==> src/hdl/mips_defs.svh <==
`ifndef MIPS_DEFS_SVH
`define MIPS_DEFS_SVH

// Datapath and register file
`define MIPS_XLEN     32
`define MIPS_RADDR    5

// Word address widths of the two memories
`define MIPS_IMEM_AW  6
`define MIPS_DMEM_AW  6

// Opcodes
`define MIPS_OP_RTYPE 6'h00
`define MIPS_OP_ADDIU 6'h09
`define MIPS_OP_LW    6'h23
`define MIPS_OP_SW    6'h2b
`define MIPS_OP_HALT  6'h3f

// R-type function codes
`define MIPS_FN_ADDU  6'h21
`define MIPS_FN_SUBU  6'h23
`define MIPS_FN_AND   6'h24
`define MIPS_FN_OR    6'h25
`define MIPS_FN_SLT   6'h2a

`endif

==> src/hdl/instr_fetch.sv <==
`include "mips_defs.svh"

module instr_fetch (
   input  logic                     i_clock,
   input  logic                     reset,
   input  logic                     i_imem_we,
   input  logic [`MIPS_IMEM_AW-1:0] i_imem_addr,
   input  logic [`MIPS_XLEN-1:0]    i_imem_data,
   input  logic                     i_start,
   input  logic                     i_stall,
   input  logic                     i_halt_seen,
   output logic [`MIPS_XLEN-1:0]    o_instr,
   output logic                     o_instr_valid
);

   logic [`MIPS_XLEN-1:0]    imem [2**`MIPS_IMEM_AW];
   logic [`MIPS_IMEM_AW-1:0] pc;
   logic                     running;

   // Host load port
   always_ff @(posedge i_clock) begin
      if (i_imem_we) begin
         imem[i_imem_addr] <= i_imem_data;
      end
   end

   always_ff @(posedge i_clock) begin
      if (reset) begin
         running <= 1'b0;
      end else if (i_start) begin
         running <= 1'b1;
      end else if (i_halt_seen) begin
         running <= 1'b0;
      end
   end

   always_ff @(posedge i_clock) begin
      if (reset) begin
         pc            <= '0;
         o_instr_valid <= 1'b0;
      end else if (i_start) begin
         pc            <= '0;
         o_instr_valid <= 1'b0;
      end else if (!i_stall) begin
         // Word behind HALT is fetched but dropped here
         o_instr_valid <= running && !i_halt_seen;
         if (running && !i_halt_seen) begin
            pc <= pc + 1'b1;
         end
      end
   end

   always_ff @(posedge i_clock) begin
      if (!i_stall) begin
         o_instr <= imem[pc];
      end
   end

endmodule

==> config.mk <==
export PLATFORM = sky130hd
export DESIGN_NAME = instr_fetch
export DESIGN_NICKNAME = d
export VERILOG_FILES = /design/src/hdl/instr_fetch.sv
export VERILOG_INCLUDE_DIRS = /design/src /design/src/hdl
export SDC_FILE = /design/constraint.sdc
export NUM_CORES = 2
export LEC_CHECK = 0
export BUFFER_PORTS_ARGS = -buffer_cell sky130_fd_sc_hd__buf_2
export CELL_PAD_IN_SITES_DETAIL_PLACEMENT = 0
export CELL_PAD_IN_SITES_GLOBAL_PLACEMENT = 1
export CORE_ASPECT_RATIO = 0.7
export CORE_MARGIN = 1
export CORE_UTILIZATION = 30
export CTS_CLUSTER_SIZE = 8
export DETAILED_ROUTE_END_ITERATION = 10
export PLACE_DENSITY = 0.57
export SLEW_MARGIN = 30
export SYNTH_ARGS = -nofsm -noshare
export SYNTH_HDL_FRONTEND = slang
export SYNTH_SLANG_ARGS = --single-unit
==> constraint.sdc <==
create_clock -name i_clock -period 6 [get_ports i_clock]
set_clock_uncertainty 0.2 [all_clocks]
set_input_delay 1.5 -clock i_clock [delete_from_list [all_inputs] [get_ports i_clock]]
set_output_delay 1.5 -clock i_clock [all_outputs]
set_load 0.02 [all_outputs]
-- Yosys cells after proc, flatten, opt, wreduce, memory -nomap -nowiden
Memory sizes are Yosys's and may differ from the RTL's. A register that Yosys moved wholly into a read port is not among the register bits.
Index checks and enable logic that the tools add are counted.
W data, S select, Z words.
- bits in latches: 0
- output and inout port bits: 33
- flip-flop bits (word level): 8
- memory bits (read-only): 0
- input port bits: 44
- bits in writable memories: 2048
- word-level logic and storage cells: 16
- memories: 1
- memories (name ; words ; bits a word ; read ports ; clocked after Yosys merged registers in ; write ports ; RTL line ; text):
    imem ; 64 ; 32 ; 1 ; 1 ; 1 ; instr_fetch.sv:16 ; logic [`MIPS_XLEN-1:0] imem [2**`MIPS_IMEM_AW];
- shifts and indexed selects: 0
- divide/modulo/power cells: 0
- eq/ne operators: 0
- $mul: 0
- bitwise logic cells: 1
- $lt $le $gt $ge: 0
- reductions and logical operators: 6
- add/subtract/negate cells: 1
- muxes and demuxes: 4
- operators by type and width (cell ; number):
    $add A6 B1 Y6 const B ; 1
    $mux W1 ; 4
    $logic_not A1 Y1 ; 2
    $reduce_and A2 Y1 ; 1
    $reduce_bool A2 Y1 ; 1
    $reduce_or A2 Y1 ; 1
    $logic_and A1 B1 Y1 ; 1
    $not A1 Y1 ; 1

-- Longest topological paths before layout
- word-level depth: 3
- gate-level depth with buffers: 10
- depth with buffers taken out: 5

-- Worst setup path before layout
OpenSTA, ideal clock, no wires.
- path kind: input -> register
- from: input i_imem_addr[5]
- to: memory imem[48][0] (netlist bit), enable pin
- setup slack: 953 ps
- cell stages on the path: 4
- arrival time: 4386 ps
- data required time: 5339 ps
- cell sequence: clkbuf_1 nand3_1 or3_1 nor3_1
- RTL lines (element ; RTL line ; text):
    start, declared ; instr_fetch.sv:7 ; input logic [`MIPS_IMEM_AW-1:0] i_imem_addr,
    end, declared ; instr_fetch.sv:16 ;
Straight into the memory's write port.

==> reports/qor.yml <==
core_area_mm2: 0.265
ctsResizeCount: 0
cp.arrival_ns: 4.48
dr.first_iter.drc_count: 4484
hp-class: "flip-flop to flip-flop"
p_comb_share_pct: 2.0
grt_setup_unrepaired: "no"
setup_tns_ns: 0
pwr-share-clk_pct: 46.8
reg2reg_slack_ns: 1.84
m1WireLength_mm: 102
crit_path_end_kind: "flip-flop"
gp_congestion: 0.814
synth_edf_count: 2080
ys_seq_area_share_pct: 78.2
grt_overflow: 0
chipWidth_um: 619
syn_inst: 3505
dieArea_mm2: 0.269
r2r_end: "o_instr[17]$_DFFE_PN_"
max_freq_ghz: 0.241
syn_area_mm2: 0.0801
synth_top_area_share_pct: 78.0
num_rows: 158
timing.final.crit_period_ns: 4.16
track_usage_pct: 16.9
cts.sinks: 2088
switching_share_pct: 20.2
syn_avg_cell_area_um2: 22.8
holdPathEnd: "running$_SDFFE_PP0P_"
slew-limit-headroom_pct: 28.3
antenna_found_initial: 23
wire_per_inst_um: 30.8
ios: 77
fin_area_mm2: 0.0939
synth-seq-cells: 2088
synth_top_cells_by_count: "edfxtp_1, mux4_2, mux2i_1, nor2_1, o22ai_1"
power_leakage_nw: 27.8
synth_most_common_cell: "edfxtp_1"
total_power_mw: 31.7
layout.cells.non_filler: 7412
grt_pass1_vias: 38400
root_buffer: "clkbuf_16"
areaGrowthSynthToFinish_pct: 17.3
worst_slew_pin_slew_ns: 1.07
cell_internal_pwr_mw: 25.3
drt-total-wl_mm: 228
timing.rr.start: "pc[0]$_SDFFE_PP0P_"
clkLatencyLatePin_ns: 0.85
drc: 0
dp.cells: 7061
vias: 38100
fin_crit_sh_pct: 69.3
p_seq_share_pct: 51.2
cts_tree: "built"
maxCapViolCount: 0
wl_met3_mm: 21.6
port_buffers: 76
synth_top_cell_by_area: "edfxtp_1"
final_antenna_net_count: 0
grt_max_degree: 133
wl_met2_mm: 98.3
cts_buffer_depth: 4
dp_hpwl_mm: 139
die_h_um: 434
cp_max_fo: 21
drive_above_1_share_pct: 29.1
r2r_cells: 6
critPathKind: "flip-flop to flip-flop"
clk_transition_reported_paths_ns: 0.05
min-delay-start: "running$_SDFFE_PP0P_"
hold_depth: 2
place_area_mm2: 0.0859
post_cts_buffers: 0
start_util_pct: 30.2
critPathLaunch: "pc[0]$_SDFFE_PP0P_"
yosys_warnings: 0
power.switching_mw: 6.39
highest_layer: "met5"
syn_nets: 3550
hold_violations: 0
fin_nets: 3892
cts_buffers: 302
avgViaCountPerCell: 5.14
report.final.setup_viol: 0
cts_hold_buf: 0
grt_pass1_wl_mm: 316
slew_violations: 0
synth_area_leaders: "edfxtp_1, mux4_2, mux2i_1"
outcome: "finished, final reports clean"
cts.htree.levels: 5
ir_worst_vdd_uv: 225
synth_async_sr_flop_share_pct: 0
synthDistinctLibCells: 52
required_ns: 6.33
power_density_mw_per_mm2: 337
ys.flop_type: "edfxtp_1"
crit_path_start_kind: "flip-flop"
dr.pass1.iters: 5
[cells by family (layout without fill, tap and decap cells)]
kind of cell / Yosys count / after routing / synth area share [%]
DFF: 2088 / 2088 / 78.2
xor gates and xnor gates: 4 / 4 / 0.0438
adders and majority gates: 1 / 1 / 0.0156
AOI/OAI and AO/OA: 244 / 244 / 2.21
muxes: 747 / 747 / 16.8
and+or+nand+nor: 221 / 221 / 1.18
other: 0 / 9 / 0
buffers and inverters: 200 / 578 / 1.50
[layer usage]
| metal | global-route usage, % | vias up |
|---|---|---|
| li1 | - | 15600 |
| met3 | 5.21 | 311 |
| met2 | 24.3 | 1420 |
| met1 | 24.6 | 20800 |
| met5 | 0 | - |
| met4 | 4.50 | 8 |
[worst max-delay path by stage]
stage	end	slack (ns)	depth (start not counted)
CTS	o_instr[17]$_DFFE_PN_	1.75	6
global route	o_instr[17]$_DFFE_PN_	1.73	6
floorplan	imem[48][0]$_DFFE_PP_	0.95	4
global placement	imem[27][6]$_DFFE_PP_	1.38	5
finish	o_instr[17]$_DFFE_PN_	1.84	6
detailed placement	imem[27][2]$_DFFE_PP_	1.41	5
[cells in the final DEF, fill, tap and decap left out, types with 20 or more instances in the layout]
| master | netlist | final |
|---|---|---|
| o22ai_1 | 89 | 89 |
| buf_4 | 21 | 139 |
| mux2_2 | 37 | 37 |
| nor2_4 | 0 | 62 |
| nor2_1 | 157 | 95 |
| buf_2 | 60 | 56 |
| clkbuf_16 | 0 | 304 |
| edfxtp_1 | 2080 | 2080 |
| mux4_2 | 447 | 447 |
| buf_12 | 5 | 23 |
| mux4_1 | 22 | 22 |
| clkbuf_1 | 64 | 20 |
| mux2i_1 | 241 | 240 |
[registers in the layout, indices dropped and copies added (netlist names)]
| register | cells |
|---|---|
| imem | 2048 |
| o_instr | 32 |
| running | 1 |
| o_instr_valid | 1 |
| pc | 6 |
[power by group through the flow]
stage	Combinational [mW]	Sequential, mW	Clock [mW]
after floorplan	0.179	16.5	0
after global placement	0.627	16.5	0
after detailed placement	0.643	16.5	0
after CTS	0.643	16.2	15.1
after global routing	0.671	16.2	15.7
final	0.632	16.2	14.8
[worst max-delay path, cell delays in order, from the launching register on]
cell and delay [ns]:
dfxtp_4 0.69, buf_4 0.45, buf_4 0.47, mux4_1 0.65, mux4_2 0.63, o32ai_1 0.54
o31ai_1 0.17
[layout make-up]
class | instances | area [um^2]
multi-input combinational | 1217 | 16800
inverter | 4 | 16.3
tap | 3520 | 4400
sequential | 2088 | 62600
fill | 24100 | 171000
antenna | 9 | 22.5
timing repair buffer | 234 | 2140
clock inverter | 16 | 249
clock buffer | 324 | 7680
[per-stage QoR]
| step | hold slack, ns | utilization (%) | worst slack (ns) |
|---|---|---|---|
| floorplan | 0.248 | - | 0.953 |
| global placement | 0.264 | 32.3 | 1.38 |
| detailed placement | 0.290 | 32.4 | 1.41 |
| CTS | 0.302 | 35.4 | 1.75 |
| global route | 0.345 | 35.4 | 1.73 |
| finish | 0.288 | 35.4 | 1.84 |
No activity file was read; power rests on OpenSTA's default activity.
