File: src/hdl/mips_defs.svh
`ifndef MIPS_DEFS_SVH
`define MIPS_DEFS_SVH

// Datapath and register file
`define MIPS_XLEN     32
`define MIPS_RADDR    5

// Word address widths of the two memories
`define MIPS_IMEM_AW  6
`define MIPS_DMEM_AW  6

// Opcodes
`define MIPS_OP_RTYPE 6'h00
`define MIPS_OP_ADDIU 6'h09
`define MIPS_OP_LW    6'h23
`define MIPS_OP_SW    6'h2b
`define MIPS_OP_HALT  6'h3f

// R-type function codes
`define MIPS_FN_ADDU  6'h21
`define MIPS_FN_SUBU  6'h23
`define MIPS_FN_AND   6'h24
`define MIPS_FN_OR    6'h25
`define MIPS_FN_SLT   6'h2a

`endif

File: src/hdl/mips_pkg.sv
`include "mips_defs.svh"

package mips_pkg;

   typedef enum logic [2:0] {
      ALU_ADD = 3'd0,
      ALU_SUB = 3'd1,
      ALU_AND = 3'd2,
      ALU_OR  = 3'd3,
      ALU_SLT = 3'd4
   } alu_op_t;

   // Source of an execute operand
   typedef enum logic [1:0] {
      FWD_RF  = 2'd0,
      FWD_MEM = 2'd1,
      FWD_WB  = 2'd2
   } fwd_sel_t;

   // Decode to execute
   typedef struct packed {
      logic                   valid;
      logic [`MIPS_RADDR-1:0] rs;
      logic [`MIPS_RADDR-1:0] rt;
      logic [`MIPS_XLEN-1:0]  rs_val;
      logic [`MIPS_XLEN-1:0]  rt_val;
      logic [`MIPS_XLEN-1:0]  imm;
      logic                   imm_sel;
      logic                   load;
      logic                   store;
      logic                   reg_write;
      logic                   halt;
      logic [`MIPS_RADDR-1:0] rd;
      alu_op_t                alu_op;
   } id_ex_t;

   // Execute to memory
   // The ALU result doubles as the data address
   typedef struct packed {
      logic                   valid;
      logic [`MIPS_XLEN-1:0]  alu_result;
      logic [`MIPS_XLEN-1:0]  store_data;
      logic                   load;
      logic                   store;
      logic                   reg_write;
      logic                   halt;
      logic [`MIPS_RADDR-1:0] rd;
   } ex_mem_t;

   // Memory to writeback
   typedef struct packed {
      logic                   valid;
      logic [`MIPS_XLEN-1:0]  wb_data;
      logic                   reg_write;
      logic                   halt;
      logic [`MIPS_RADDR-1:0] rd;
   } mem_wb_t;

endpackage

File: src/hdl/hazard_forward.sv
`include "mips_defs.svh"

module hazard_forward (
   input  logic [`MIPS_RADDR-1:0] i_rs,
   input  logic [`MIPS_RADDR-1:0] i_rt,
   input  logic                   i_uses_rt,
   input  mips_pkg::id_ex_t       i_id_ex,
   input  mips_pkg::ex_mem_t      i_ex_mem,
   input  mips_pkg::mem_wb_t      i_mem_wb,
   output logic                   o_stall,
   output mips_pkg::fwd_sel_t     o_fwd_a,
   output mips_pkg::fwd_sel_t     o_fwd_b
);

   logic load_rd_live;

   // Newest producer first; a load in the memory stage was already stalled for
   function automatic mips_pkg::fwd_sel_t pick(
      input logic [`MIPS_RADDR-1:0] src,
      input mips_pkg::ex_mem_t      em,
      input mips_pkg::mem_wb_t      mw
   );
      if (src == '0) begin
         return mips_pkg::FWD_RF;
      end else if (em.valid && em.reg_write && !em.load && em.rd == src) begin
         return mips_pkg::FWD_MEM;
      end else if (mw.valid && mw.reg_write && mw.rd == src) begin
         return mips_pkg::FWD_WB;
      end
      return mips_pkg::FWD_RF;
   endfunction

   assign load_rd_live = i_id_ex.valid && i_id_ex.load && i_id_ex.rd != '0;

   // Load-use needs one bubble before the value reaches writeback
   always_comb begin
      o_stall = load_rd_live &&
                (i_id_ex.rd == i_rs || (i_uses_rt && i_id_ex.rd == i_rt));
   end

   always_comb begin
      o_fwd_a = pick(i_id_ex.rs, i_ex_mem, i_mem_wb);
      o_fwd_b = pick(i_id_ex.rt, i_ex_mem, i_mem_wb);
   end

endmodule

File: config.mk
export PLATFORM = sky130hd
export DESIGN_NAME = hazard_forward
export DESIGN_NICKNAME = d
export VERILOG_FILES = /design/src/hdl/mips_pkg.sv /design/src/hdl/hazard_forward.sv
export VERILOG_INCLUDE_DIRS = /design/src /design/src/hdl
export SDC_FILE = /design/constraint.sdc
export NUM_CORES = 1
export LEC_CHECK = 0
export BUFFER_PORTS_ARGS = -buffer_cell sky130_fd_sc_hd__buf_2
export CORE_AREA = 2 2 97 99
export DETAILED_ROUTE_END_ITERATION = 8
export DIE_AREA = 0 0 99 101
export PLACE_DENSITY = 0.47
export SLEW_MARGIN = 20
export SYNTH_ARGS = -nofsm -noshare
export SYNTH_HDL_FRONTEND = slang
export SYNTH_SLANG_ARGS = --single-unit
File: constraint.sdc
create_clock -name vclk -period 3.1
set_input_delay 0.93 -clock vclk [all_inputs]
set_output_delay 0.93 -clock vclk [all_outputs]
set_load 0.05 [all_outputs]
======== After elaboration in Yosys (flattened, before gate mapping) ========
Index checks and enable logic that the tools add are counted.
operators by class
  equal/unequal tests ..................... 6
  reduce and logical (&&, ||, !) cells .... 16
  mux-type cells .......................... 14
operator list
  operator           number
  $eq 5x5->1         6
  $mux 2             8
  $logic_and 1x1->1  11
  $logic_not 5->1    2
  $mux 1             6
  $reduce_bool 5->1  1
  $logic_not 1->1    1
  $logic_or 1x1->1   1
word-level totals
  input bits .............................. 245
  output and inout bits ................... 5
  register bits ........................... 0

======== Depth between registers and ports, before layout ========
  depth in word-level cells ............... 6
  mapped depth ............................ 4
  gate-level depth less buffers ........... 4

======== Worst setup path after synthesis ========
Ideal clock, no wire load.
  path kind ............................... input port to output port
  start point ............................. input i_id_ex[5] (netlist bit)
  end point ............................... output o_stall
  arrival time ............................ 2218 ps
  slack ................................... -48 ps
  path buffers ............................ 0
  data required time ...................... 2170 ps
  stages .................................. 4
  path through ............................ xor2_1 -> nor4_1 -> nand3_1 -> a21oi_1
on the way
  word-level cells in the longest chain between the ends .. 4
  elaborated cells on any way between the ends .. 7
  classes of those cells .................. 2 x eq/ne; 5 x reduce/logical
ends and longest elaborated chain
  item                 RTL line              source
  start: declaration   hazard_forward.sv:7   input mips_pkg::id_ex_t i_id_ex,
  $eq 5x5->1           hazard_forward.sv:38  (i_id_ex.rd == i_rs || (i_uses_rt && i_id_ex.rd == i_rt));
  $logic_and 1x1->1    hazard_forward.sv:38
  $logic_or 1x1->1     hazard_forward.sv:38
  $logic_and 1x1->1 *  hazard_forward.sv:37  o_stall = load_rd_live &&
  end: declaration     hazard_forward.sv:10  output logic o_stall,
Mark *: on every way between the ends. The rest lies on a longest branch, timed or not.

======== Worst setup path in the final report ========
  start point ............................. input i_id_ex[110] (netlist bit)
  end point ............................... output o_fwd_b[1]
on the way
  word-level cells in the longest chain between the ends .. 6
  elaborated cells on any way between the ends .. 11
  classes of those cells .................. 2 x eq/ne; 6 x mux; 3 x reduce/logical
ends and longest elaborated chain
  item               RTL line              source
  $eq 5x5->1         hazard_forward.sv:27  end else if (mw.valid && mw.reg_write && mw.rd == src) begin
  $logic_and 1x1->1  hazard_forward.sv:27
  $mux 1             hazard_forward.sv:27
  $mux 1             hazard_forward.sv:25  end else if (em.valid && em.reg_write && !em.load && em.rd == src) begin
  $mux 1             hazard_forward.sv:23  if (src == '0) begin
  $mux 2 *           hazard_forward.sv:30  return mips_pkg::FWD_RF;
  end: declaration   hazard_forward.sv:12  output mips_pkg::fwd_sel_t o_fwd_b
Marks and branches as above.

==> impl_results.md <==
- Outcome: finished clean
- Seq/Total Area, Yosys: 0
- Gate count of the mapped netlist: 56
- Max-slew violation count: 0
- Unique cell type count in the Yosys netlist: 12
- Register area: 0 um^2
- I/O pin count: 250
- Worst hold path depth: 4
- Number of inserted diodes: 0
- PortBufs: 48
- Mapped Avg Cell Area: 7.35 um^2
- Worst min-delay path endpoint: o_stall
- Global-route track usage on met1: 0.0649
- Setup Viol. Count Final: 0
- Initial Utilization: 0.0459
- Detailed-routing iteration count for the pre-antenna-repair pass: 2
- Vias in the first global route: 564
- Syn-to-layout area delta: 105%
- Dominant cells by area after synthesis: sky130_fd_sc_hd__xor2_1 45%, sky130_fd_sc_hd__xnor2_1 19%, sky130_fd_sc_hd__nor4_1 7.6%, sky130_fd_sc_hd__nand3_1 7.3%, sky130_fd_sc_hd__or4_1 5.5%
- Tot GR Track Use: 0.0374
- Leading cell types in the layout, fill and taps excluded: 42 x sky130_fd_sc_hd__buf_2, 21 x sky130_fd_sc_hd__xor2_1, 9 x sky130_fd_sc_hd__xnor2_1, 6 x sky130_fd_sc_hd__nand3_1
- CP endpoint kind: output pin
- Normalized max-slew margin: 0.795
- DRC violation total after the first TritonRoute iteration: 4
- Leading cell type in the layout, fill and taps excluded: sky130_fd_sc_hd__buf_2
- # rows: 35
- Slowest stage cell on the critical path: sky130_fd_sc_hd__or4_1
- Worst Path Max Fanout: 2
- Instance count after placement with tap cells included: 217
- Overall die width: 99 um
- Critical path type: in -> out
- Die footprint: 0.0100 mm^2
- Post-synth design cell area: 412 um^2
- Core region area: 0.00898 mm^2
- Fin. Hold Viols: 0
- Residual DRC: 0
- Routed Antenna Nets: 0
- Placer Congestion: 0.701
- Highest ir drop seen on vdd: 0.0333 mV
- Setup repair after global routing missed its margin: no
- Final critical-path share of the clock period: 0.982
- Yosys warns: 0
- Detailed Place HPWL: 1980 um
- Worst hold margin: 2240 ps
- Worst setup timing slack at the placement stage: -38.8 ps
- PwrDens: 106 mW/mm^2
- Detailed-route vias per instance: 2.68
- Crit path DAT: 2110 ps
- Met3 track demand over resource in global routing: 0.00485
- Net count after synthesis: 301
- Layout cell share with drive strength beyond 1: 0.509
- Slowest Stage Delay on Critical Path: 530 ps
- Total Nets Final: 353
- Met2 track utilization from global routing: 0.0494
- Postcts setup bufs: 0
- Min-delay src: i_uses_rt
- Largest net degree at the start of global routing: 4
- Number of vias after detailed routing: 581
- Final routed wirelength across all metal layers: 2110 um
- Crit path top cell by count: sky130_fd_sc_hd__buf_2
- Leakage power: 0.360 nW
- Global-route wire length before repair: 2950 um
- Layout Cells excl Fill: 217
- Post-synthesis cell type with the largest combined area: sky130_fd_sc_hd__xor2_1
- Ordered list of cells on the worst path: buf_2 > or4_1 > nor2_2 > nor2_1 > and3_1 > buf_2
- Most Used Layer, Global Route: met1
- Worst Path Required: 2170 ps
- Clock buf count: 0
- Number of maximum-capacitance violations: 0
- Post-layout minimum cycle time: 3040 ps
- Overflow left after global routing: 0
- Kind of launch point of the worst setup path: primary input
- Antenna violations before repair: 0
- Fmax: 328 MHz
- Top-area cell type share of the netlist area: 0.447
- Hold WC Path Type: in -> out
- Number of buffers inserted by hold repair at cts: 0
- Mean routed wirelength per cell: 9.72 um
- Final setup margin: 55.5 ps
- Die H: 101 um
- Worst-margin pin slew: 305 ps
- Count of flip-flops and latches: 0
==> critical path, delay by kind of cell <==
| family | cells | cell delay, ps |
|---|---|---|
| buf+inv | 2 | 320 |
| simple gates | 4 | 870 |
==> what timing repair did <==
action,CTS,global route
endpoints found under the setup margin,1,2
pin swaps,2,2
gates resized for setup,5,7
==> cell type report <==
type,instances,area (um^2)
fillers,1042,8140
well taps,111,139
multi-input cells,56,422
repair buffers,50,282
==> power breakdown <==
| part | internal [W] | leakage [nW] | switching, W |
|---|---|---|---|
| Sequential | 0 | 0 | 0 |
| Clock | 0 | 0 | 0 |
| Combinational | 0.0000462 | 0.360 | 0.0000427 |
| Total | 0.0000462 | 0.360 | 0.0000427 |
==> layer usage <==
metal,vias to the layer above,share of wire
met3,0,0.077
met2,35,0.37
met5,-,0
li1,297,-
met1,249,0.56
met4,0,0
==> cell families after synthesis <==
family,share of synthesized area
compound gates,0.0304
xor+xnor,0.638
simple gates,0.331
==> through the flow <==
stage	TNS, ps	total power (W)	utilization	cell area [um^2]
after floorplan	0	0.0000358	-	415
after global placement	-37.5	0.0000869	0.0902	810
after detailed placement	-38.8	0.0000871	0.0902	810
after CTS	0	0.0000889	0.0918	825
after global routing	0	0.0000994	0.0938	842
final	0	0.0000889	0.0938	842
==> worst max path at each step <==
stage	start	to	cells after the start
final	i_id_ex[110]	o_fwd_b[1]	6
after global routing	i_id_ex[5]	o_stall	5
after CTS	i_id_ex[5]	o_stall	5
after detailed placement	i_id_ex[4]	o_stall	5
after global placement	i_id_ex[4]	o_stall	5
after floorplan	i_ex_mem[8]	o_fwd_a[0]	4
==> synth_stat cells <==
| cell | count |
|---|---|
| sky130_fd_sc_hd__nor4_1 | 5 |
| sky130_fd_sc_hd__xor2_1 | 21 |
| sky130_fd_sc_hd__nand3b_1 | 1 |
| sky130_fd_sc_hd__xnor2_1 | 9 |
| sky130_fd_sc_hd__nor2_2 | 2 |
| sky130_fd_sc_hd__a21oi_1 | 1 |
| sky130_fd_sc_hd__nor3_1 | 1 |
| sky130_fd_sc_hd__and3_1 | 2 |
| sky130_fd_sc_hd__nand3_1 | 6 |
| sky130_fd_sc_hd__nor2_1 | 4 |
| sky130_fd_sc_hd__or4_1 | 3 |
| sky130_fd_sc_hd__o211ai_1 | 1 |
Power figures use the tool's default switching activity.
