$ cat config.mk
export PLATFORM = sky130hd
export DESIGN_NAME = instr_decode
export DESIGN_NICKNAME = d
export VERILOG_FILES = /design/src/hdl/mips_pkg.sv /design/src/hdl/instr_decode.sv
export VERILOG_INCLUDE_DIRS = /design/src /design/src/hdl
export SDC_FILE = /design/constraint.sdc
export NUM_CORES = 2
export LEC_CHECK = 0
export ABC_CLOCK_PERIOD_IN_PS = 3400
export BUFFER_PORTS_ARGS = -buffer_cell sky130_fd_sc_hd__buf_2
export CORE_UTILIZATION = 25
export CTS_BUF_LIST = sky130_fd_sc_hd__clkbuf_8
export DETAILED_ROUTE_END_ITERATION = 12
export PLACE_DENSITY = 0.43
export SYNTH_ARGS = -nofsm -noshare
export SYNTH_HDL_FRONTEND = slang
export SYNTH_SLANG_ARGS = --single-unit
$ cat constraint.sdc
create_clock -name i_clock -period 3.4 [get_ports i_clock]
set_input_delay 0.68 -clock i_clock [delete_from_list [all_inputs] [get_ports i_clock]]
set_output_delay 0.68 -clock i_clock [all_outputs]
set_load 0.005 [all_outputs]
$ cat src/hdl/mips_defs.svh
`ifndef MIPS_DEFS_SVH
`define MIPS_DEFS_SVH

// Datapath and register file
`define MIPS_XLEN     32
`define MIPS_RADDR    5

// Word address widths of the two memories
`define MIPS_IMEM_AW  6
`define MIPS_DMEM_AW  6

// Opcodes
`define MIPS_OP_RTYPE 6'h00
`define MIPS_OP_ADDIU 6'h09
`define MIPS_OP_LW    6'h23
`define MIPS_OP_SW    6'h2b
`define MIPS_OP_HALT  6'h3f

// R-type function codes
`define MIPS_FN_ADDU  6'h21
`define MIPS_FN_SUBU  6'h23
`define MIPS_FN_AND   6'h24
`define MIPS_FN_OR    6'h25
`define MIPS_FN_SLT   6'h2a

`endif

$ cat src/hdl/mips_pkg.sv
`include "mips_defs.svh"

package mips_pkg;

   typedef enum logic [2:0] {
      ALU_ADD = 3'd0,
      ALU_SUB = 3'd1,
      ALU_AND = 3'd2,
      ALU_OR  = 3'd3,
      ALU_SLT = 3'd4
   } alu_op_t;

   // Source of an execute operand
   typedef enum logic [1:0] {
      FWD_RF  = 2'd0,
      FWD_MEM = 2'd1,
      FWD_WB  = 2'd2
   } fwd_sel_t;

   // Decode to execute
   typedef struct packed {
      logic                   valid;
      logic [`MIPS_RADDR-1:0] rs;
      logic [`MIPS_RADDR-1:0] rt;
      logic [`MIPS_XLEN-1:0]  rs_val;
      logic [`MIPS_XLEN-1:0]  rt_val;
      logic [`MIPS_XLEN-1:0]  imm;
      logic                   imm_sel;
      logic                   load;
      logic                   store;
      logic                   reg_write;
      logic                   halt;
      logic [`MIPS_RADDR-1:0] rd;
      alu_op_t                alu_op;
   } id_ex_t;

   // Execute to memory
   // The ALU result doubles as the data address
   typedef struct packed {
      logic                   valid;
      logic [`MIPS_XLEN-1:0]  alu_result;
      logic [`MIPS_XLEN-1:0]  store_data;
      logic                   load;
      logic                   store;
      logic                   reg_write;
      logic                   halt;
      logic [`MIPS_RADDR-1:0] rd;
   } ex_mem_t;

   // Memory to writeback
   typedef struct packed {
      logic                   valid;
      logic [`MIPS_XLEN-1:0]  wb_data;
      logic                   reg_write;
      logic                   halt;
      logic [`MIPS_RADDR-1:0] rd;
   } mem_wb_t;

endpackage

$ cat src/hdl/instr_decode.sv
`include "mips_defs.svh"

module instr_decode (
   input  logic                   i_clock,
   input  logic                   reset,
   input  logic [`MIPS_XLEN-1:0]  i_instr,
   input  logic                   i_instr_valid,
   input  logic                   i_wb_we,
   input  logic [`MIPS_RADDR-1:0] i_wb_rd,
   input  logic [`MIPS_XLEN-1:0]  i_wb_data,
   input  logic [`MIPS_RADDR-1:0] i_dbg_reg_addr,
   output mips_pkg::id_ex_t       o_id_ex,
   output logic [`MIPS_RADDR-1:0] o_rs,
   output logic [`MIPS_RADDR-1:0] o_rt,
   output logic                   o_uses_rt,
   output logic                   o_halt_seen,
   output logic [`MIPS_XLEN-1:0]  o_dbg_reg_data
);

   logic [`MIPS_XLEN-1:0]  regs [2**`MIPS_RADDR];
   logic [5:0]             opcode;
   logic [5:0]             funct;
   logic [`MIPS_RADDR-1:0] rs;
   logic [`MIPS_RADDR-1:0] rt;
   logic [`MIPS_RADDR-1:0] rd;
   logic [`MIPS_XLEN-1:0]  rs_val;
   logic [`MIPS_XLEN-1:0]  rt_val;
   logic                   is_rtype;
   logic                   is_addiu;
   logic                   is_lw;
   logic                   is_sw;
   logic                   is_halt;
   logic                   known_fn;
   mips_pkg::alu_op_t      fn_op;

   assign opcode = i_instr[31:26];
   assign rs     = i_instr[25:21];
   assign rt     = i_instr[20:16];
   assign rd     = i_instr[15:11];
   assign funct  = i_instr[5:0];

   assign is_rtype = i_instr_valid && opcode == `MIPS_OP_RTYPE;
   assign is_addiu = i_instr_valid && opcode == `MIPS_OP_ADDIU;
   assign is_lw    = i_instr_valid && opcode == `MIPS_OP_LW;
   assign is_sw    = i_instr_valid && opcode == `MIPS_OP_SW;
   assign is_halt  = i_instr_valid && opcode == `MIPS_OP_HALT;

   // r0 reads zero and a same-cycle writeback is passed through
   function automatic logic [`MIPS_XLEN-1:0] read_reg(input logic [`MIPS_RADDR-1:0] addr);
      if (addr == '0) begin
         return '0;
      end else if (i_wb_we && i_wb_rd == addr) begin
         return i_wb_data;
      end
      return regs[addr];
   endfunction

   always_comb begin
      rs_val         = read_reg(rs);
      rt_val         = read_reg(rt);
      o_dbg_reg_data = read_reg(i_dbg_reg_addr);
   end

   always_ff @(posedge i_clock) begin
      if (reset) begin
         for (int i = 0; i < 2**`MIPS_RADDR; i++) begin
            regs[i] <= '0;
         end
      end else if (i_wb_we && i_wb_rd != '0) begin
         regs[i_wb_rd] <= i_wb_data;
      end
   end

   always_comb begin
      known_fn = 1'b1;
      case (funct)
         `MIPS_FN_ADDU: fn_op = mips_pkg::ALU_ADD;
         `MIPS_FN_SUBU: fn_op = mips_pkg::ALU_SUB;
         `MIPS_FN_AND:  fn_op = mips_pkg::ALU_AND;
         `MIPS_FN_OR:   fn_op = mips_pkg::ALU_OR;
         `MIPS_FN_SLT:  fn_op = mips_pkg::ALU_SLT;
         default: begin
            fn_op    = mips_pkg::ALU_ADD;
            known_fn = 1'b0;
         end
      endcase
   end

   always_comb begin
      o_id_ex           = '0;
      o_id_ex.valid     = i_instr_valid;
      o_id_ex.rs        = rs;
      o_id_ex.rt        = rt;
      o_id_ex.rs_val    = rs_val;
      o_id_ex.rt_val    = rt_val;
      o_id_ex.imm       = {{(`MIPS_XLEN-16){i_instr[15]}}, i_instr[15:0]};
      o_id_ex.imm_sel   = is_addiu || is_lw || is_sw;
      o_id_ex.load      = is_lw;
      o_id_ex.store     = is_sw;
      o_id_ex.reg_write = (is_rtype && known_fn) || is_addiu || is_lw;
      o_id_ex.halt      = is_halt;
      o_id_ex.rd        = is_rtype ? rd : rt;
      o_id_ex.alu_op    = is_rtype ? fn_op : mips_pkg::ALU_ADD;
   end

   // Sources for the hazard unit are zero when unused
   assign o_rs        = (is_rtype || is_addiu || is_lw || is_sw) ? rs : '0;
   assign o_rt        = rt;
   assign o_uses_rt   = is_rtype || is_sw;
   assign o_halt_seen = is_halt;

endmodule

### Yosys cells after proc, flatten, opt, wreduce, memory -nomap -nowiden

Memories as Yosys holds them, arrays and structs flattened.
Cells that the tools add are included.

| word-level totals | value |
|---|---|
| register bits | 0 |
| latch bits | 0 |
| bits in writable memories | 1024 |
| memory bits (read-only) | 0 |
| output and inout port bits | 164 |
| logic and storage cells | 66 |
| memories kept | 1 |

| operators by class | value |
|---|---|
| add/sub/neg operators | 0 |
| multiply operators | 0 |
| div/mod/pow operators | 0 |
| order comparisons | 0 |
| equality and inequality tests | 12 |
| shift-type cells | 0 |
| mux-type cells | 28 |
| bitwise gates (word level) | 0 |
| reductions and logical operators | 25 |

Memories:

| name | depth | bits a word | read ports | clocked after Yosys merged registers in | wr ports | RTL line | source |
|---|---|---|---|---|---|---|---|
| regs | 32 | 32 | 3 | 0 | 32 | instr_decode.sv:20 | `` logic [`MIPS_XLEN-1:0] regs [2**`MIPS_RADDR]; `` |

Operators with widths:

| cell | number |
|---|---|
| two-way mux 32 bit | 10 |
| == test 6 bit, second input constant | 8 |
| OR reduction 32 bit | 1 |
| == test 5 bit | 3 |
| logical NOT 5 bit | 3 |
| two-way mux 5 bit | 3 |
| two-way mux 1 bit | 13 |
| one-hot mux 3 bit (4 select lines) | 1 |
| logical AND 1 bit | 10 |
| logical OR 1 bit | 8 |
| == test 6 x 4 -> 1 bit, second input constant | 1 |
| logical NOT 6 bit | 1 |
| nonzero test 5 bit | 1 |
| OR reduction 5 bit | 1 |
| two-way mux 3 bit | 1 |

### Longest topological paths before layout

| logic depth | value |
|---|---|
| depth in word-level cells | 7 |
| mapped depth | 10 |

### Least setup slack after synthesis

Ideal clock, no wire load.

| timing | value |
|---|---|
| path kind | input to output |
| start point | input i_instr[21] |
| end point | output o_id_ex[95] (netlist bit) |
| data arrival time | 2593 ps |
| slack | 127 ps |
| stages on the path | 6 |
| path through | buf_2 > buf_1 > mux4_2 > mux4_2 > a22oi_1 > nand2_1 |

RTL lines:

| item | RTL line | source |
|---|---|---|
| start, declared | instr_decode.sv:6 | `` input logic [`MIPS_XLEN-1:0] i_instr, `` |
| end, declared | instr_decode.sv:12 | `output mips_pkg::id_ex_t o_id_ex,` |

==> results.txt <==
----------------------------------------------------
[Placed design]
  Post-place setup slack ... -0.489 ns
  Number of buffers inserted by port buffering ... 231
  DP Cell Count ... 8,263
  HPWL after detailed placement ... 198 mm
  GP Congestion ... 0.882

[Finish]
  Filler Cells Inserted ... 25,200
  Share of cells above drive strength 1 ... 42.2%
  Number of nets in the finished design ... 5,215
  Largest registers ... regs: 1024 flops
  Final design utilization ... 31.7%
  Register with the most flip-flops ... regs
  Synthesis-to-finish area growth ... 25.8%
  Flip-flop count of the largest register, all copies and words added ... 1,024
  Number of standard cells in the layout, taps in and fillers out ... 8,664

[Synth]
  Area share of xor/xnor cells in the synthesized design ... 0.218%
  Simple-Gate Fraction of Synth Area ... 12.2%
  Arithmetic-cell share of the synthesized area counting full adders, half adders and majority gates ... 0%
  Mapped Cells ... 4,534
  Share of synthesized registers carrying an async set or reset ... 0%
  Number of distinct library cells after synthesis ... 54
  Share of synthesized area occupied by flip-flops and latches ... 47.8%
  Post-synthesis area per instance ... 14.2 µm²
  Synthesized cell area ... 64,400 µm²
  Combinational family with the most area after synthesis ... multiplexers
  Post-synthesis compound-gate area fraction ... 5.92%
  Synthesis warning total ... 0
  Most used DFF post-synth ... sky130_fd_sc_hd__edfxtp_1
  Post-synth EDFFs ... 1,024
  Portion of netlist area occupied by mux cells ... 29.8%
  Flip-flop and latch count after synthesis ... 1,024

[GRT]
  Combined global-route utilization of all metal layers ... 22.9%
  M2 GR Usage ... 38.0%
  GR peak layer ... met2
  GRT Residual Overflow ... 0
  Wire length of the first global-routing pass ... 408 mm
  Met1 usage in global routing ... 29.5%
  Via count of the first global-routing pass ... 46,800
  GR Util met3 ... 3.32%
  Initial antenna violation count ... 33
  Pin count of the biggest net entering global routing ... 64

[Setup path]
  Most Frequent Cell on Critical Path ... sky130_fd_sc_hd__mux4_2
  Largest driver fanout on the critical path ... 3
  Required time at the endpoint of the critical path ... 2.72 ns
  Cell with the largest stage delay on the worst path ... sky130_fd_sc_hd__mux4_2
  Sequence of cells on the critical path ... mux4_2, mux4_2, nor2b_4, a211o_4, buf_6
  Delay of the slowest critical-path stage ... 0.56 ns
  Kind of cell adding the most delay to the critical path ... multiplexers
  Setup crit start kind ... register
  Combined buffer and inverter count along the critical path ... 1
  Setup CP Type ... register to output port
  Critical Path End Type ... output port
  Arrival time at the worst endpoint ... 3.11 ns

[Floorplan]
  Num ports ... 242
  Horizontal extent of the die ... 509 µm
  Full die area ... 259,000 µm²
  Area of the placeable core ... 255,000 µm²
  Starting density of the core ... 25.2%
  Vertical die dimension ... 509 µm
  Standard-cell rows ... 185

[CTS]
  Clock tree from TritonCTS ... done
  Clock transition at the registers of the reported paths ... 0.06 ns
  Clock sink count ... 1,024
  Cell at the root of the clock tree ... sky130_fd_sc_hd__clkbuf_8
  Level count of the clock H-tree ... 4
  Number of buffers created by CTS ... 183
  Largest buffer count on any clock path ... 3

[Routing]
  First-pass iteration count of the detailed router ... 6
  Via Count ... 47,400
  Final WL ... 302 mm
  Post-DRT Antenna Nets ... 0
  Average via count per standard cell ... 5.47
  Remaining design rule violation count ... 0
  Post-detailed-route wirelength per cell ... 34.8 µm
  Number of violations reported at the end of detailed-routing iteration 0 ... 5,683

[Min path]
  Worst-case hold path end point ... regs[13][30]
  Hold_sp ... i_wb_data[30]
  Cell depth of the worst min-delay path ... 2
  Worst hold path class ... input pin to register

[Timing]
  Worst hold margin ... 0.158 ns
  Tightest slew margin relative to the limit ... 45.4%
  Final period utilization ... 112%
  Final WS setup ... -0.394 ns
  Unrepaired setup endpoints after global routing ... true
  Slew at the pin closest to its max-slew limit ... 0.819 ns
  Final min period ... 3.79 ns
  Number of max-slew violations in the final report ... 0
  Final count of negative-setup-slack endpoints ... 79
  Hold Violations, Final ... 0
  Timing-limited maximum frequency ... 264 MHz

[Power]
  Final Power ... 34.2 mW
  Leakage power summed over all cells ... 29.0 nW
  Worst IR Drop VDD ... 0.000446 V
  Power Density ... 423 nW/µm²

[Run status]
  Violations in the final reports ... setup timing
  Status ... complete, but fails checks

[Flow run]
  Max cap viols ... 0

----------------------------------------------------
timing repair:
action,in CTS,in global routing
setup endpoints to repair,96,95
hold buffers,0,0
cloned,4,2
buffers inserted,35,37
gates resized for setup,263,117
pin swaps,113,46
synth_stat cells (7+ instances only):
master                     instances  area share (%)
sky130_fd_sc_hd__a211o_1          33            0.45
sky130_fd_sc_hd__a211oi_1         22            0.26
sky130_fd_sc_hd__a21o_1           15            0.17
sky130_fd_sc_hd__a21oi_1         141             1.1
sky130_fd_sc_hd__a221o_1           7            0.11
sky130_fd_sc_hd__a221oi_1        106             1.4
sky130_fd_sc_hd__a22o_1           13            0.18
sky130_fd_sc_hd__a22oi_1          44            0.51
sky130_fd_sc_hd__and2_1          971             9.4
sky130_fd_sc_hd__buf_1            23            0.13
sky130_fd_sc_hd__buf_2            81            0.63
sky130_fd_sc_hd__buf_4            79            0.92
sky130_fd_sc_hd__buf_6            13            0.23
sky130_fd_sc_hd__clkbuf_1        364             2.1
sky130_fd_sc_hd__edfxtp_1       1024              48
sky130_fd_sc_hd__inv_1             9           0.052
sky130_fd_sc_hd__mux2_2           39            0.68
sky130_fd_sc_hd__mux2i_1         311             4.8
sky130_fd_sc_hd__mux4_2          693              24
sky130_fd_sc_hd__nand2_1         115            0.67
sky130_fd_sc_hd__nand2b_1         21            0.20
sky130_fd_sc_hd__nor2_1           44            0.26
sky130_fd_sc_hd__nor2b_1          40            0.39
sky130_fd_sc_hd__nor3_1           73            0.57
sky130_fd_sc_hd__o211ai_1         36            0.42
sky130_fd_sc_hd__o21ai_0          26            0.20
sky130_fd_sc_hd__o21ai_1          54            0.42
sky130_fd_sc_hd__o21bai_1          9            0.10
sky130_fd_sc_hd__o221ai_1         24            0.33
sky130_fd_sc_hd__or2_2            33            0.32
sky130_fd_sc_hd__xnor2_1          10            0.14
area by class of cell:
cell class,instances,area [µm²],area share (%)
clock buffer,183,2520,3.11
antenna,13,32.5,0.0402
clock inverter,150,1010,1.24
tap,3366,4210,5.20
multi-input combinational,2970,32800,40.5
sequential,1024,30700,38.0
timing repair buffer,948,9640,11.9
inverter,10,46.3,0.0572
cell usage in the layout, fill, tap and decap left out, drive strengths merged, types with 39 or more instances in the layout:
| cell | n |
|---|---|
| edfxtp | 1024 |
| and2 | 971 |
| buf | 942 |
| mux4 | 693 |
| mux2i | 311 |
| clkbuf | 185 |
| a21oi | 141 |
| nand2 | 115 |
| a221oi | 106 |
| clkinv | 80 |
| o21ai | 80 |
| nor3 | 73 |
| inv | 65 |
| nor2 | 45 |
| a22oi | 44 |
| nor2b | 40 |
| mux2 | 39 |
worst max path at each step:
stage | startpoint | end | slack [ns] | cells past startpoint
4_1_cts | regs[23][2] | o_dbg_reg_data[2] | -0.48 | 5
3_5_place_dp | i_dbg_reg_addr[0] | o_dbg_reg_data[21] | -0.49 | 12
3_3_place_gp | i_dbg_reg_addr[0] | o_dbg_reg_data[21] | -0.54 | 12
5_1_grt | regs[9][10] | o_id_ex[55] | -0.49 | 9
6_report | regs[23][2] | o_dbg_reg_data[2] | -0.39 | 5
2_1_floorplan | i_instr[21] | o_id_ex[95] | 0.13 | 6
cell families (layout without fill, tap and decap cells):
| kind of cell | Yosys count | in the layout |
|---|---|---|
| DFF | 1024 | 1024 |
| AOI/OAI and AO/OA | 549 | 549 |
| buffers and inverters | 571 | 1291 |
| xor gates and xnor gates | 16 | 16 |
| other | 1 | 45 |
| and+or+nand+nor | 1330 | 1330 |
| muxes | 1043 | 1043 |
through the flow:
stage,cell area [µm²],TNS [ns]
2_1_floorplan,64500,0
3_3_place_gp,75200,-19.84
3_5_place_dp,75200,-19.00
4_1_cts,80100,-22.64
5_1_grt,80900,-23.13
6_report,81000,-16.96
report_power, final:
group	internal, mW	total, mW	leakage, nW	switching, mW
registers	14.6	15.2	9.75	0.565
logic	3.35	7.21	17.3	3.85
clock network	5.91	11.9	1.98	5.95
routing by layer:
| layer | part of all wire, % | up-vias |
|---|---|---|
| met4 | 4.7 | 10 |
| met3 | 7.1 | 533 |
| met1 | 40 | 25300 |
| li1 | - | 19100 |
| met2 | 48 | 2425 |
| met5 | 0.019 | - |
Power figures use the tool's default switching activity.
