`src/hdl/mips_defs.svh`:
```
`ifndef MIPS_DEFS_SVH
`define MIPS_DEFS_SVH

// Datapath and register file
`define MIPS_XLEN     32
`define MIPS_RADDR    5

// Word address widths of the two memories
`define MIPS_IMEM_AW  6
`define MIPS_DMEM_AW  6

// Opcodes
`define MIPS_OP_RTYPE 6'h00
`define MIPS_OP_ADDIU 6'h09
`define MIPS_OP_LW    6'h23
`define MIPS_OP_SW    6'h2b
`define MIPS_OP_HALT  6'h3f

// R-type function codes
`define MIPS_FN_ADDU  6'h21
`define MIPS_FN_SUBU  6'h23
`define MIPS_FN_AND   6'h24
`define MIPS_FN_OR    6'h25
`define MIPS_FN_SLT   6'h2a

`endif

```
`src/hdl/mips_pkg.sv`:
```
`include "mips_defs.svh"

package mips_pkg;

   typedef enum logic [2:0] {
      ALU_ADD = 3'd0,
      ALU_SUB = 3'd1,
      ALU_AND = 3'd2,
      ALU_OR  = 3'd3,
      ALU_SLT = 3'd4
   } alu_op_t;

   // Source of an execute operand
   typedef enum logic [1:0] {
      FWD_RF  = 2'd0,
      FWD_MEM = 2'd1,
      FWD_WB  = 2'd2
   } fwd_sel_t;

   // Decode to execute
   typedef struct packed {
      logic                   valid;
      logic [`MIPS_RADDR-1:0] rs;
      logic [`MIPS_RADDR-1:0] rt;
      logic [`MIPS_XLEN-1:0]  rs_val;
      logic [`MIPS_XLEN-1:0]  rt_val;
      logic [`MIPS_XLEN-1:0]  imm;
      logic                   imm_sel;
      logic                   load;
      logic                   store;
      logic                   reg_write;
      logic                   halt;
      logic [`MIPS_RADDR-1:0] rd;
      alu_op_t                alu_op;
   } id_ex_t;

   // Execute to memory
   // The ALU result doubles as the data address
   typedef struct packed {
      logic                   valid;
      logic [`MIPS_XLEN-1:0]  alu_result;
      logic [`MIPS_XLEN-1:0]  store_data;
      logic                   load;
      logic                   store;
      logic                   reg_write;
      logic                   halt;
      logic [`MIPS_RADDR-1:0] rd;
   } ex_mem_t;

   // Memory to writeback
   typedef struct packed {
      logic                   valid;
      logic [`MIPS_XLEN-1:0]  wb_data;
      logic                   reg_write;
      logic                   halt;
      logic [`MIPS_RADDR-1:0] rd;
   } mem_wb_t;

endpackage

```
`src/hdl/execute.sv`:
```
`include "mips_defs.svh"

module execute (
   input  mips_pkg::id_ex_t   i_id_ex,
   input  mips_pkg::ex_mem_t  i_ex_mem,
   input  mips_pkg::mem_wb_t  i_mem_wb,
   input  mips_pkg::fwd_sel_t i_fwd_a,
   input  mips_pkg::fwd_sel_t i_fwd_b,
   output mips_pkg::ex_mem_t  o_ex_mem
);

   logic [`MIPS_XLEN-1:0] op_a;
   logic [`MIPS_XLEN-1:0] rt_fwd;
   logic [`MIPS_XLEN-1:0] op_b;
   logic [`MIPS_XLEN-1:0] result;

   always_comb begin
      case (i_fwd_a)
         mips_pkg::FWD_MEM: op_a = i_ex_mem.alu_result;
         mips_pkg::FWD_WB:  op_a = i_mem_wb.wb_data;
         default:           op_a = i_id_ex.rs_val;
      endcase
      case (i_fwd_b)
         mips_pkg::FWD_MEM: rt_fwd = i_ex_mem.alu_result;
         mips_pkg::FWD_WB:  rt_fwd = i_mem_wb.wb_data;
         default:           rt_fwd = i_id_ex.rt_val;
      endcase
      op_b = i_id_ex.imm_sel ? i_id_ex.imm : rt_fwd;
   end

   always_comb begin
      case (i_id_ex.alu_op)
         mips_pkg::ALU_SUB: result = op_a - op_b;
         mips_pkg::ALU_AND: result = op_a & op_b;
         mips_pkg::ALU_OR:  result = op_a | op_b;
         mips_pkg::ALU_SLT: result = {{(`MIPS_XLEN-1){1'b0}}, $signed(op_a) < $signed(op_b)};
         default:           result = op_a + op_b;
      endcase
   end

   always_comb begin
      o_ex_mem.valid      = i_id_ex.valid;
      o_ex_mem.alu_result = result;
      o_ex_mem.store_data = rt_fwd;
      o_ex_mem.load       = i_id_ex.load;
      o_ex_mem.store      = i_id_ex.store;
      o_ex_mem.reg_write  = i_id_ex.reg_write;
      o_ex_mem.halt       = i_id_ex.halt;
      o_ex_mem.rd         = i_id_ex.rd;
   end

endmodule

```
`config.mk`:
```
export PLATFORM = sky130hd
export DESIGN_NAME = execute
export DESIGN_NICKNAME = d
export VERILOG_FILES = /design/src/hdl/mips_pkg.sv /design/src/hdl/execute.sv
export VERILOG_INCLUDE_DIRS = /design/src /design/src/hdl
export SDC_FILE = /design/constraint.sdc
export NUM_CORES = 1
export LEC_CHECK = 0
export BUFFER_PORTS_ARGS = -buffer_cell sky130_fd_sc_hd__buf_2
export CORE_MARGIN = 10
export CORE_UTILIZATION = 45
export DETAILED_ROUTE_END_ITERATION = 8
export GPL_TIMING_DRIVEN = 0
export PLACE_DENSITY_LB_ADDON = 0.05
export SYNTH_ARGS = -nofsm -noshare
export SYNTH_HDL_FRONTEND = slang
export SYNTH_SLANG_ARGS = --single-unit
```
`constraint.sdc`:
```
create_clock -name vclk -period 4.1
set_clock_uncertainty 0.15 [all_clocks]
set_input_delay 0.205 -clock vclk [all_inputs]
set_output_delay 0.205 -clock vclk [all_outputs]
set_load 0.005 [all_outputs]
```
# == Yosys cells after proc, flatten, opt, wreduce, memory -nomap -nowiden ==
# Index checks and enable logic that the tools add are counted.
# totals
out_inout_bits,74
ff_bits,0
word_cells,17
# op_classes
n_bitwise,2
muxes,4
n_eq_ne,8
magnitude_cmp,1
add_sub_neg,2
# ops
cell,n
case mux 32 bit (2 select lines),2
case mux 32 bit (4 select lines),1
adder 32 bit,1
bitwise AND 32 bit,1
< comparator 32 bit,1
2-to-1 mux 32 bit,1
bitwise OR 32 bit,1
subtractor 32 bit,1
"== test 3 x 2 -> 1 bit, second input constant",2
"== test 2 x 1 -> 1 bit, second input constant",2
"== test 2 bit, second input constant",2
"== test 3 x 1 -> 1 bit, second input constant",1
"== test 3 bit, second input constant",1

# == Logic depth before layout (Yosys ltp) ==
# Gate-level depths: netlist (run 1).
# logic_depth
depth_word,5
mapped_depth,19
ltp_nobuf,18

# == Least setup slack after synthesis (run 1) ==
# No wires, ideal clock.
# synth_timing
path_type,input-to-output
start,in i_fwd_b[0]
end,out o_ex_mem[69] in the netlist's numbering
n_path_buf,2
path_stages,18
arrival_ns,3.966
required_ns,3.745
setup_slack_ns,-0.221
path_cell_list,inv_1 ha_1 clkbuf_1 buf_1 a21oi_1 o21ai_0 ha_1 inv_1 fa_1 nor2b_1 o211ai_1 a21oi_1 o21a_1 a211o_1 a21oi_1 o31a_1 or4_1 a31oi_1
# synth_lines
item,line_no,rtl
"start, declared",execute.sv:8,"input mips_pkg::fwd_sel_t i_fwd_b,"
"end, declared",execute.sv:9,output mips_pkg::ex_mem_t o_ex_mem

==> results.md, run 1 <==
- Crit path kind: input pin to output port
- Layout Nets: 1785
- Combinational family with the most area after synthesis: compound AO/OA/AOI/OAI gates
- CP Capture Type: output port
- Final min period: 4.32 ns
- Most common cell in the netlist: inv_1
- Core Area: 14600 um2
- Worst slew pin tran: 0.993 ns
- Layout area overhead: 49.5%
- Max incr delay on CP: 0.42 ns
- Rel. slew slack: 33.5%
- FFs & Latches: 0
- Total grt overflow: 0
- Register area: 0 um2
- Worst Path Arrival: 3.96 ns
- Synth Warn #: 0
- Maxcap violations: 0
- Hold WC Path Type: input pin to output port
- Slew Viols, Final: 0
- Failing checks: negative setup slack
- Worst setup path start: i_fwd_b[0]
- Global Route Usage Sum: 34.9%
- WL per Instance: 23.8 um
- Cell Area, Synth: 6760 um2
- Crit start category: input pin
- Area of the die: 20300 um2
- Buf/Inv on CP: 8
- 1st-pass router iterations: 6
- Die height: 143 um
- Chip width: 143 um
- Mapped Nets: 1466
- Initial antenna violation count: 7
- Slowest CP cell: a221o_2
- Most frequent CP cell: buf_6
- Setup WS post-layout: -0.218 ns
- Worst setup endpoint: o_ex_mem[68]
- Top-area cell type share of the netlist area: 18.5%
- Crit. path cell count: 22
- Post-synth cell types: 73
- DRC Markers: 0
- Post-synthesis simple-gate area fraction: 21.4%
- Num ports: 312
- Largest net degree at the start of global routing: 11
- Cell Rows: 44
- Peak supply drop: 0.000103 V
- Worst Path Required: 3.74 ns
- Setup violators final: 11
- Crit-path cells: buf_8, inv_4, ha_4, buf_6, clkbuf_16, a22oi_2, nor2_2, a21oi_2, o21ai_2, ha_1, buf_6, inv_4, a21oi_4, o31ai_2, a211o_2, a221o_2, a31oi_4, buf_6, o21ai_2, a221o_1, a22o_1, buf_2
- Sequential-to-total area share from yosys stat: 0%
- Status: complete, but fails checks
- Layout cells sized above 1: 38.6%
- Crit path max-delay family: compound AO/OA/AOI/OAI gates
- Final Hold Fails: 0
- CTS Hold Bufs: 0
- Global-route wire length before repair: 56400 um
- Critical Path Fanout Max: 5
- Antenna viol nets, final: 0
- Hold WS: 0.429 ns
- Synth Area in Adders: 19.1%
- Compound-Gate Fraction of Synth Area: 45.3%
- Pre-CTS setup slack: -1.38 ns
- Vias per inst: 6.45
- Post-synthesis mux area share: 0.611%
- Vias: 10500
- Synth area leader: ha_1
- Unrepaired setup endpoints after global routing: yes
- Detailed Route Iter0 Violations: 1247
- PwrDens: 246 nW/um2
- Clock Buffer Count: 0
- Initial Util: 46.1%
- Max Clk Rate: 232 MHz
- Startpoint of the worst hold path: i_id_ex[8]
- Area contributors post-synth: ha_1 (19%), o21ai_0 (9.3%), a22oi_1 (7.6%), inv_1 (7.4%), nand2_1 (7.1%)
- Final wirelength: 38800 um
- Port buffer count: 240
- Final period utilization: 105%
- Most common library cells after synthesis: inv_1 (134), nand2_1 (128), o21ai_0 (126)
- DP Wirelength: 30000 um
- P_leak: 4.90 nW
- Number of global-route vias before repair: 9968
- Gate Count Post-Synth: 1126
- Post-Synth XOR/XNOR Area: 0.389%
- Gp weighted congestion: 1.04
- Synth Area per Inst: 6.00 um2
cell usage in the layout (no fill, tap or decap), types with 12 or more instances in the layout:
master,count
buf_2,239
inv_1,129
nand2_1,126
nor2_1,99
buf_4,92
ha_1,84
o21ai_0,77
a21oi_1,65
a22oi_1,54
o21ai_2,26
a21oi_2,25
clkbuf_1,20
o21ai_1,20
o22ai_1,19
buf_6,17
o211ai_1,15
a22oi_2,14
a21o_1,13
a31oi_1,12
ha_4,12
routing by layer:
| layer | track usage (%) | vias up | part of all wire [%] |
|---|---|---|---|
| li1 | - | 4698 | - |
| met1 | 42.3 | 4836 | 37 |
| met2 | 56.7 | 831 | 46 |
| met3 | 9.81 | 134 | 13 |
| met4 | 14.3 | 8 | 4.6 |
| met5 | 0 | - | 0.12 |
power breakdown:
part	internal, mW	switching [mW]	total, mW
combinational	1.04	1.44	2.48
sequential	0	0	0
clock	0.0000000978	0	0.0000000979
logic make-up after synthesis:
| group | count (synthesis) |
|---|---|
| muxes | 4 |
| and+or+nand+nor | 324 |
| buffers and inverters | 225 |
| AOI/OAI and AO/OA | 468 |
| xor gates and xnor gates | 3 |
| adders and majority gates | 102 |
worst min-delay path by stage:
stage,endpoint,depth (start not counted)
after floorplan,o_ex_mem[0],1
after global placement,o_ex_mem[1],2
after detailed placement,o_ex_mem[3],2
after CTS,o_ex_mem[3],2
after global routing,o_ex_mem[5],2
final,o_ex_mem[5],2
layout make-up:
cell class,instances,area [um2]
multi-input cells,901,6790
fillers,1340,4540
repair buffers,326,1890
plain buffers,82,676
inverters,134,508
well taps,184,230
diodes,3,7.51
timing repair:
item | 4_1_cts | 5_1_grt
pin swaps | 65 | 74
hold endpoints to repair | 0 | 0
gates resized for setup | 238 | 132
endpoints found under the setup margin | 27 | 20
setup buffers | 56 | 29
cloned | 1 | 0
through the flow:
step | power (mW) | util [%] | instance area [um2] | TNS [ns] | std cells
final | 2.48 | 69.0 | 10100 | -1.32 | 1630
after global routing | 2.64 | 69.0 | 10100 | -2.97 | 1630
after CTS | 2.19 | 64.5 | 9450 | -0.887 | 1601
after detailed placement | 1.83 | 56.0 | 8200 | -22.72 | 1550
after global placement | 1.82 | 55.9 | 8190 | -23.12 | 1550
after floorplan | 1.18 | - | 6760 | -0.0141 | 1126
No activity file was read; power rests on OpenSTA's default activity.
==> run 2, diff against run 1 <==
Settings changed: CELL_PAD_IN_SITES_DETAIL_PLACEMENT set to 0, CELL_PAD_IN_SITES_GLOBAL_PLACEMENT set to 1, CORE_ASPECT_RATIO set to 2, CORE_UTILIZATION 45 to 29, REMOVE_ABC_BUFFERS set to 1.
==> run 2 against run 1 <==
The run still ends with negative setup slack left; routed wire length shrank 0.16%; via count shrank 9.3%; highest routed layer is now met4; die area grew 49%; first-iteration DRC count shrank 60%.
==> results.md, run 2 (synthesized netlist as in run 1, its figures left out) <==
- Core Area: 23100 um2
- Setup WS post-layout: -0.148 ns
- Destination of the worst hold path: o_ex_mem[5]
- Placed insts: 1560
- Die height: 236 um
- Final Hold Fails: 0
- Hold depth: 0
- Gr busiest metal: met2
- FFs & Latches: 0
- Commonest non-fill, non-tap cell in the layout: buf_2
- Initial Util: 29.2%
- Status: complete, but fails checks
- Layout cells sized above 1: 39.0%
- Setup_tns: -0.692 ns
- Gp weighted congestion: 0.911
- Cell Rows: 79
- Crit start category: input pin
- Maxcap violations: 0
- Area of the die: 30200 um2
- Worst Path Arrival: 3.89 ns
- Vias: 9533
- Crit path kind: input pin to output port
- Max incr delay on CP: 0.47 ns
- Largest net degree at the start of global routing: 65
- Worst slew pin tran: 1.18 ns
- PwrDens: 246 nW/um2
- Grt met3 use: 3.95%
- DRC Markers: 0
- Number of global-route vias before repair: 9761
- Chip width: 128 um
- DP Wirelength: 27500 um
- Total grt overflow: 0
- Grt met2 use: 48.6%
- Detailed Route Iter0 Violations: 501
- Rel. slew slack: 21.5%
- WL per Instance: 23.0 um
- Failing checks: negative setup slack
- Final core occ: 44.7%
- Max Clk Rate: 235 MHz
- Global Route Usage Sum: 23.3%
- Final wirelength: 38700 um
- Startpoint of the worst hold path: i_id_ex[8]
- Final Non-Filler Cells: 1684
- Layout area overhead: 52.9%
- Port buffer count: 232
- Commonest cells after routing, fill and taps aside: buf_2 (230), nand2_1 (126), inv_1 (124)
- GRT met1 Usage: 20.7%
- Antenna viol nets, final: 0
- Fillcell total: 2572
- CP Capture Type: output port
- CTS Hold Bufs: 0
- Global-route wire length before repair: 56000 um
- Peak supply drop: 0.000104 V
- Initial antenna violation count: 1
- Num ports: 312
- 1st-pass router iterations: 7
- Register area: 0 um2
- Vias per inst: 5.66
- Unrepaired setup endpoints after global routing: yes
- Slew Viols, Final: 0
- Setup violators final: 10
- Critical Path Fanout Max: 6
- Layout Nets: 1742
- Clock Buffer Count: 0
- Crit-path cells: buf_8, inv_4, ha_4, buf_12, buf_16, a21oi_4, o21ai_4, ha_4, o21ba_4, or4_4, a211oi_4, a211o_4, a221o_2, a31oi_4, o311a_1, or3_1, a22o_1, buf_2
- Final min period: 4.25 ns
- Most frequent CP cell: ha_4
- Worst Path Required: 3.74 ns
- Final period utilization: 104%
- P_leak: 4.82 nW
- Slowest CP cell: or4_4
- Hold WC Path Type: input pin to output port
[run 2: changes by cell type in the layout (fill, tap and decap cells not counted), sizes merged]
cell / change
clkbuf: -46
buf: +2
diode: -2
bufbuf: +1
[run 2: metal layers]
| metal | vias to the layer above | share of wire [%] | wire length, um |
|---|---|---|---|
| met2 | 325 | 58 | 22500 |
| met3 | 87 | 4.8 | 1880 |
| li1 | 4611 | - | - |
| met4 | 0 | 5.1 | 1970 |
| met1 | 4510 | 32 | 12400 |
| met5 | - | 0 | 0 |
[run 2: power breakdown]
part              total, mW  leakage, nW  switching (mW)  internal (mW)
Sequential                0            0               0              0
Combinational          2.54         4.82            1.42           1.11
Clock          0.0000000326   0.00000634               0   0.0000000326
[run 2: repair_timing]
item	4_1_cts	5_1_grt
resized for setup	184	86
gates cloned	5	2
pin swaps	74	57
endpoints found under the setup margin	29	20
endpoints found under the hold margin	0	0
setup buffers	91	26
[run 2: layout make-up]
cell class / count / area, um2 / share of cell area [%]
multi-input combinational: 901 / 6870 / 66.5
timing repair buffer: 365 / 2600 / 25.2
inverter: 134 / 508 / 4.92
tap: 283 / 354 / 3.43
antenna: 1 / 2.50 / 0.0242
[run 2: through the flow]
step	setup WS (ns)	hold WS (ns)	total power [mW]	instance area [um2]
2_1_floorplan	-0.706	0.260	1.13	6360
3_3_place_gp	-2.74	0.260	1.80	7880
3_5_place_dp	-1.68	0.260	1.84	8100
4_1_cts	-0.212	0.260	2.33	9780
5_1_grt	-0.232	0.260	2.74	10300
6_report	-0.148	0.260	2.54	10300
[run 2: worst max path at each step]
stage                from      endpoint  slack [ns]
2_1_floorplan  i_fwd_b[0]  o_ex_mem[69]       -0.71
3_3_place_gp   i_fwd_b[0]  o_ex_mem[72]       -2.74
3_5_place_dp   i_fwd_b[0]  o_ex_mem[64]       -1.68
4_1_cts        i_fwd_b[0]  o_ex_mem[64]       -0.21
5_1_grt        i_fwd_a[0]  o_ex_mem[64]       -0.23
6_report       i_fwd_b[0]  o_ex_mem[64]       -0.15
[run 2: worst max-delay path, delay by kind of cell]
kind	cells	cell delay (ns)
AOI/OAI and AO/OA	9	1.75
buffers and inverters	5	0.53
and+or+nand+nor	2	0.82
adders and majority gates	2	0.53
==> run 3, diff against run 2 <==
Settings changed: CORE_UTILIZATION 29 to 33.
Clock period 4.1 ns to 4.5 ns, I/O delays scaled along.
==> run 3 against run 2 <==
The run now ends clean; non-clock buffer count is 54 lower; cell area fell by 11%; setup slack gained 0.20 ns; combinational power down 23%; clock-buffer cell count did not move; via count shrank 2.6%; sequential share of layout area did not move; worst hold slack gained 0.040 ns.
==> results.md, run 3 (synthesized netlist as in run 1, its figures left out) <==
- Status: finished, final reports clean
- Max Clk Rate: 225 MHz
- P_leak: 4.43 nW
- Num ports: 312
- CP Capture Type: output port
- Port buffer count: 232
- Initial Util: 33.3%
- Cell Rows: 74
- Peak supply drop: 0.0000786 V
- Setup WS post-layout: 0.0529 ns
- Maxcap violations: 0
- Die height: 222 um
- Hold WS: 0.300 ns
- Vias per inst: 5.76
- Gp weighted congestion: 0.941
- Chip width: 121 um
- Final wirelength: 35200 um
- Global-route wire length before repair: 51400 um
- Vias: 9287
- Antenna viol nets, final: 0
- Crit path kind: input pin to output port
- Worst Path Arrival: 4.07 ns
- Commonest cells after routing, fill and taps aside: buf_2 (231), inv_1 (132), nand2_1 (128)
- Initial antenna violation count: 0
- Critical Path Fanout Max: 10
- Gr busiest metal: met2
- Comb power frac: 100.0%
- WL per Instance: 21.8 um
- Worst Path Required: 4.12 ns
- Worst slew pin tran: 1.16 ns
- Final min period: 4.45 ns
- Largest net degree at the start of global routing: 65
- Layout cells sized above 1: 30.5%
- Clock Power Share: 0%
- Seq pwr share: 0%
- Internal power: 813 uW
- Final period utilization: 98.8%
- Number of global-route vias before repair: 9446
- 1st-pass router iterations: 5
- Register area: 0 um2
- NetSw: 1.15 mW
- FFs & Latches: 0
- GRT met1 Usage: 21.2%
- Final core occ: 45.2%
- Pre-CTS setup slack: -1.26 ns
- Commonest non-fill, non-tap cell in the layout: buf_2
- Switching share of power: 58.5%
- # diodes: 0
- Hold WC Path Type: input pin to output port
- Global Route Usage Sum: 23.9%
- Layout area overhead: 35.8%
- Crit start category: input pin
- Core Area: 20300 um2
- DP Wirelength: 26100 um
- Grt met3 use: 3.63%
- DRC Markers: 0
- Area of the die: 26900 um2
- Detailed Route Iter0 Violations: 470
- PwrDens: 214 nW/um2
- Setup violators final: 0
- Rel. slew slack: 22.4%
- Layout Nets: 1688
- Total grt overflow: 0
- Grt met2 use: 48.5%
- Slew Viols, Final: 0
- Final Hold Fails: 0
- Clock Buffer Count: 0
## run 3: changes by cell type in the layout (fill, tap and decap cells not counted), sizes merged
cell    change
buf        -53
clkbuf      -1
diode       -1
## run 3: worst paths after layout
kind,start,endpoint,slack (ns),depth (start not counted)
min,i_id_ex[10],o_ex_mem[7],0.30,0
max,i_fwd_b[0],o_ex_mem[68],0.05,19
## run 3: stage by stage
stage | TNS, ns | instances | cell area (um2) | total power, mW
6_report | 0 | 1612 | 9180 | 1.96
5_1_grt | -0.0658 | 1612 | 9180 | 2.14
4_1_cts | -0.00241 | 1576 | 8600 | 1.78
3_5_place_dp | -19.74 | 1543 | 8060 | 1.65
3_3_place_gp | -51.89 | 1533 | 7860 | 1.62
2_1_floorplan | -1.52 | 1035 | 6360 | 1.03
## run 3: worst max-delay path, stage by stage
cell      delay, ns
buf_2          0.12
inv_2          0.05
ha_4           0.20
clkbuf_4       0.20
a22oi_1        0.19
nor2_1         0.06
a21oi_1        0.18
o21ai_2        0.09
ha_2           0.49
and4_1         0.27
a311oi_4       0.06
buf_4          0.18
o41ai_4        0.45
a211o_1        0.29
a21o_1         0.19
a21oi_1        0.11
a221o_1        0.37
a22o_1         0.20
buf_2          0.12
## run 3: power groups by stage
stage	combinational (mW)	sequential, mW	clock [mW]
5_1_grt	2.14	0	0
2_1_floorplan	1.03	0	0
6_report	1.96	0	0
4_1_cts	1.78	0	0
3_5_place_dp	1.65	0	0
3_3_place_gp	1.62	0	0
## run 3: layout make-up
cell class | count | area, um2
Timing Repair Buffer | 311 | 2010
Multi-Input combinational cell | 901 | 6330
Tap cell | 266 | 333
Inverter | 134 | 503
Fill cell | 2269 | 11100
## run 3: timing repair
action | in CTS | in global routing
pin swaps | 13 | 32
setup endpoints to repair | 26 | 16
endpoints found under the hold margin | 0 | 0
buffers inserted | 32 | 36
hold buffers | 0 | 0
gates resized for setup | 36 | 83
cloned | 1 | 0
## run 3: per-layer routing
metal / share of wire [%] / wire [um] / up-vias
met4: 6.0 / 2100 / 0
met3: 5.1 / 1790 / 92
met2: 56 / 19800 / 331
met5: 0 / 0 / -
li1: - / - / 4486
met1: 33 / 11500 / 4378
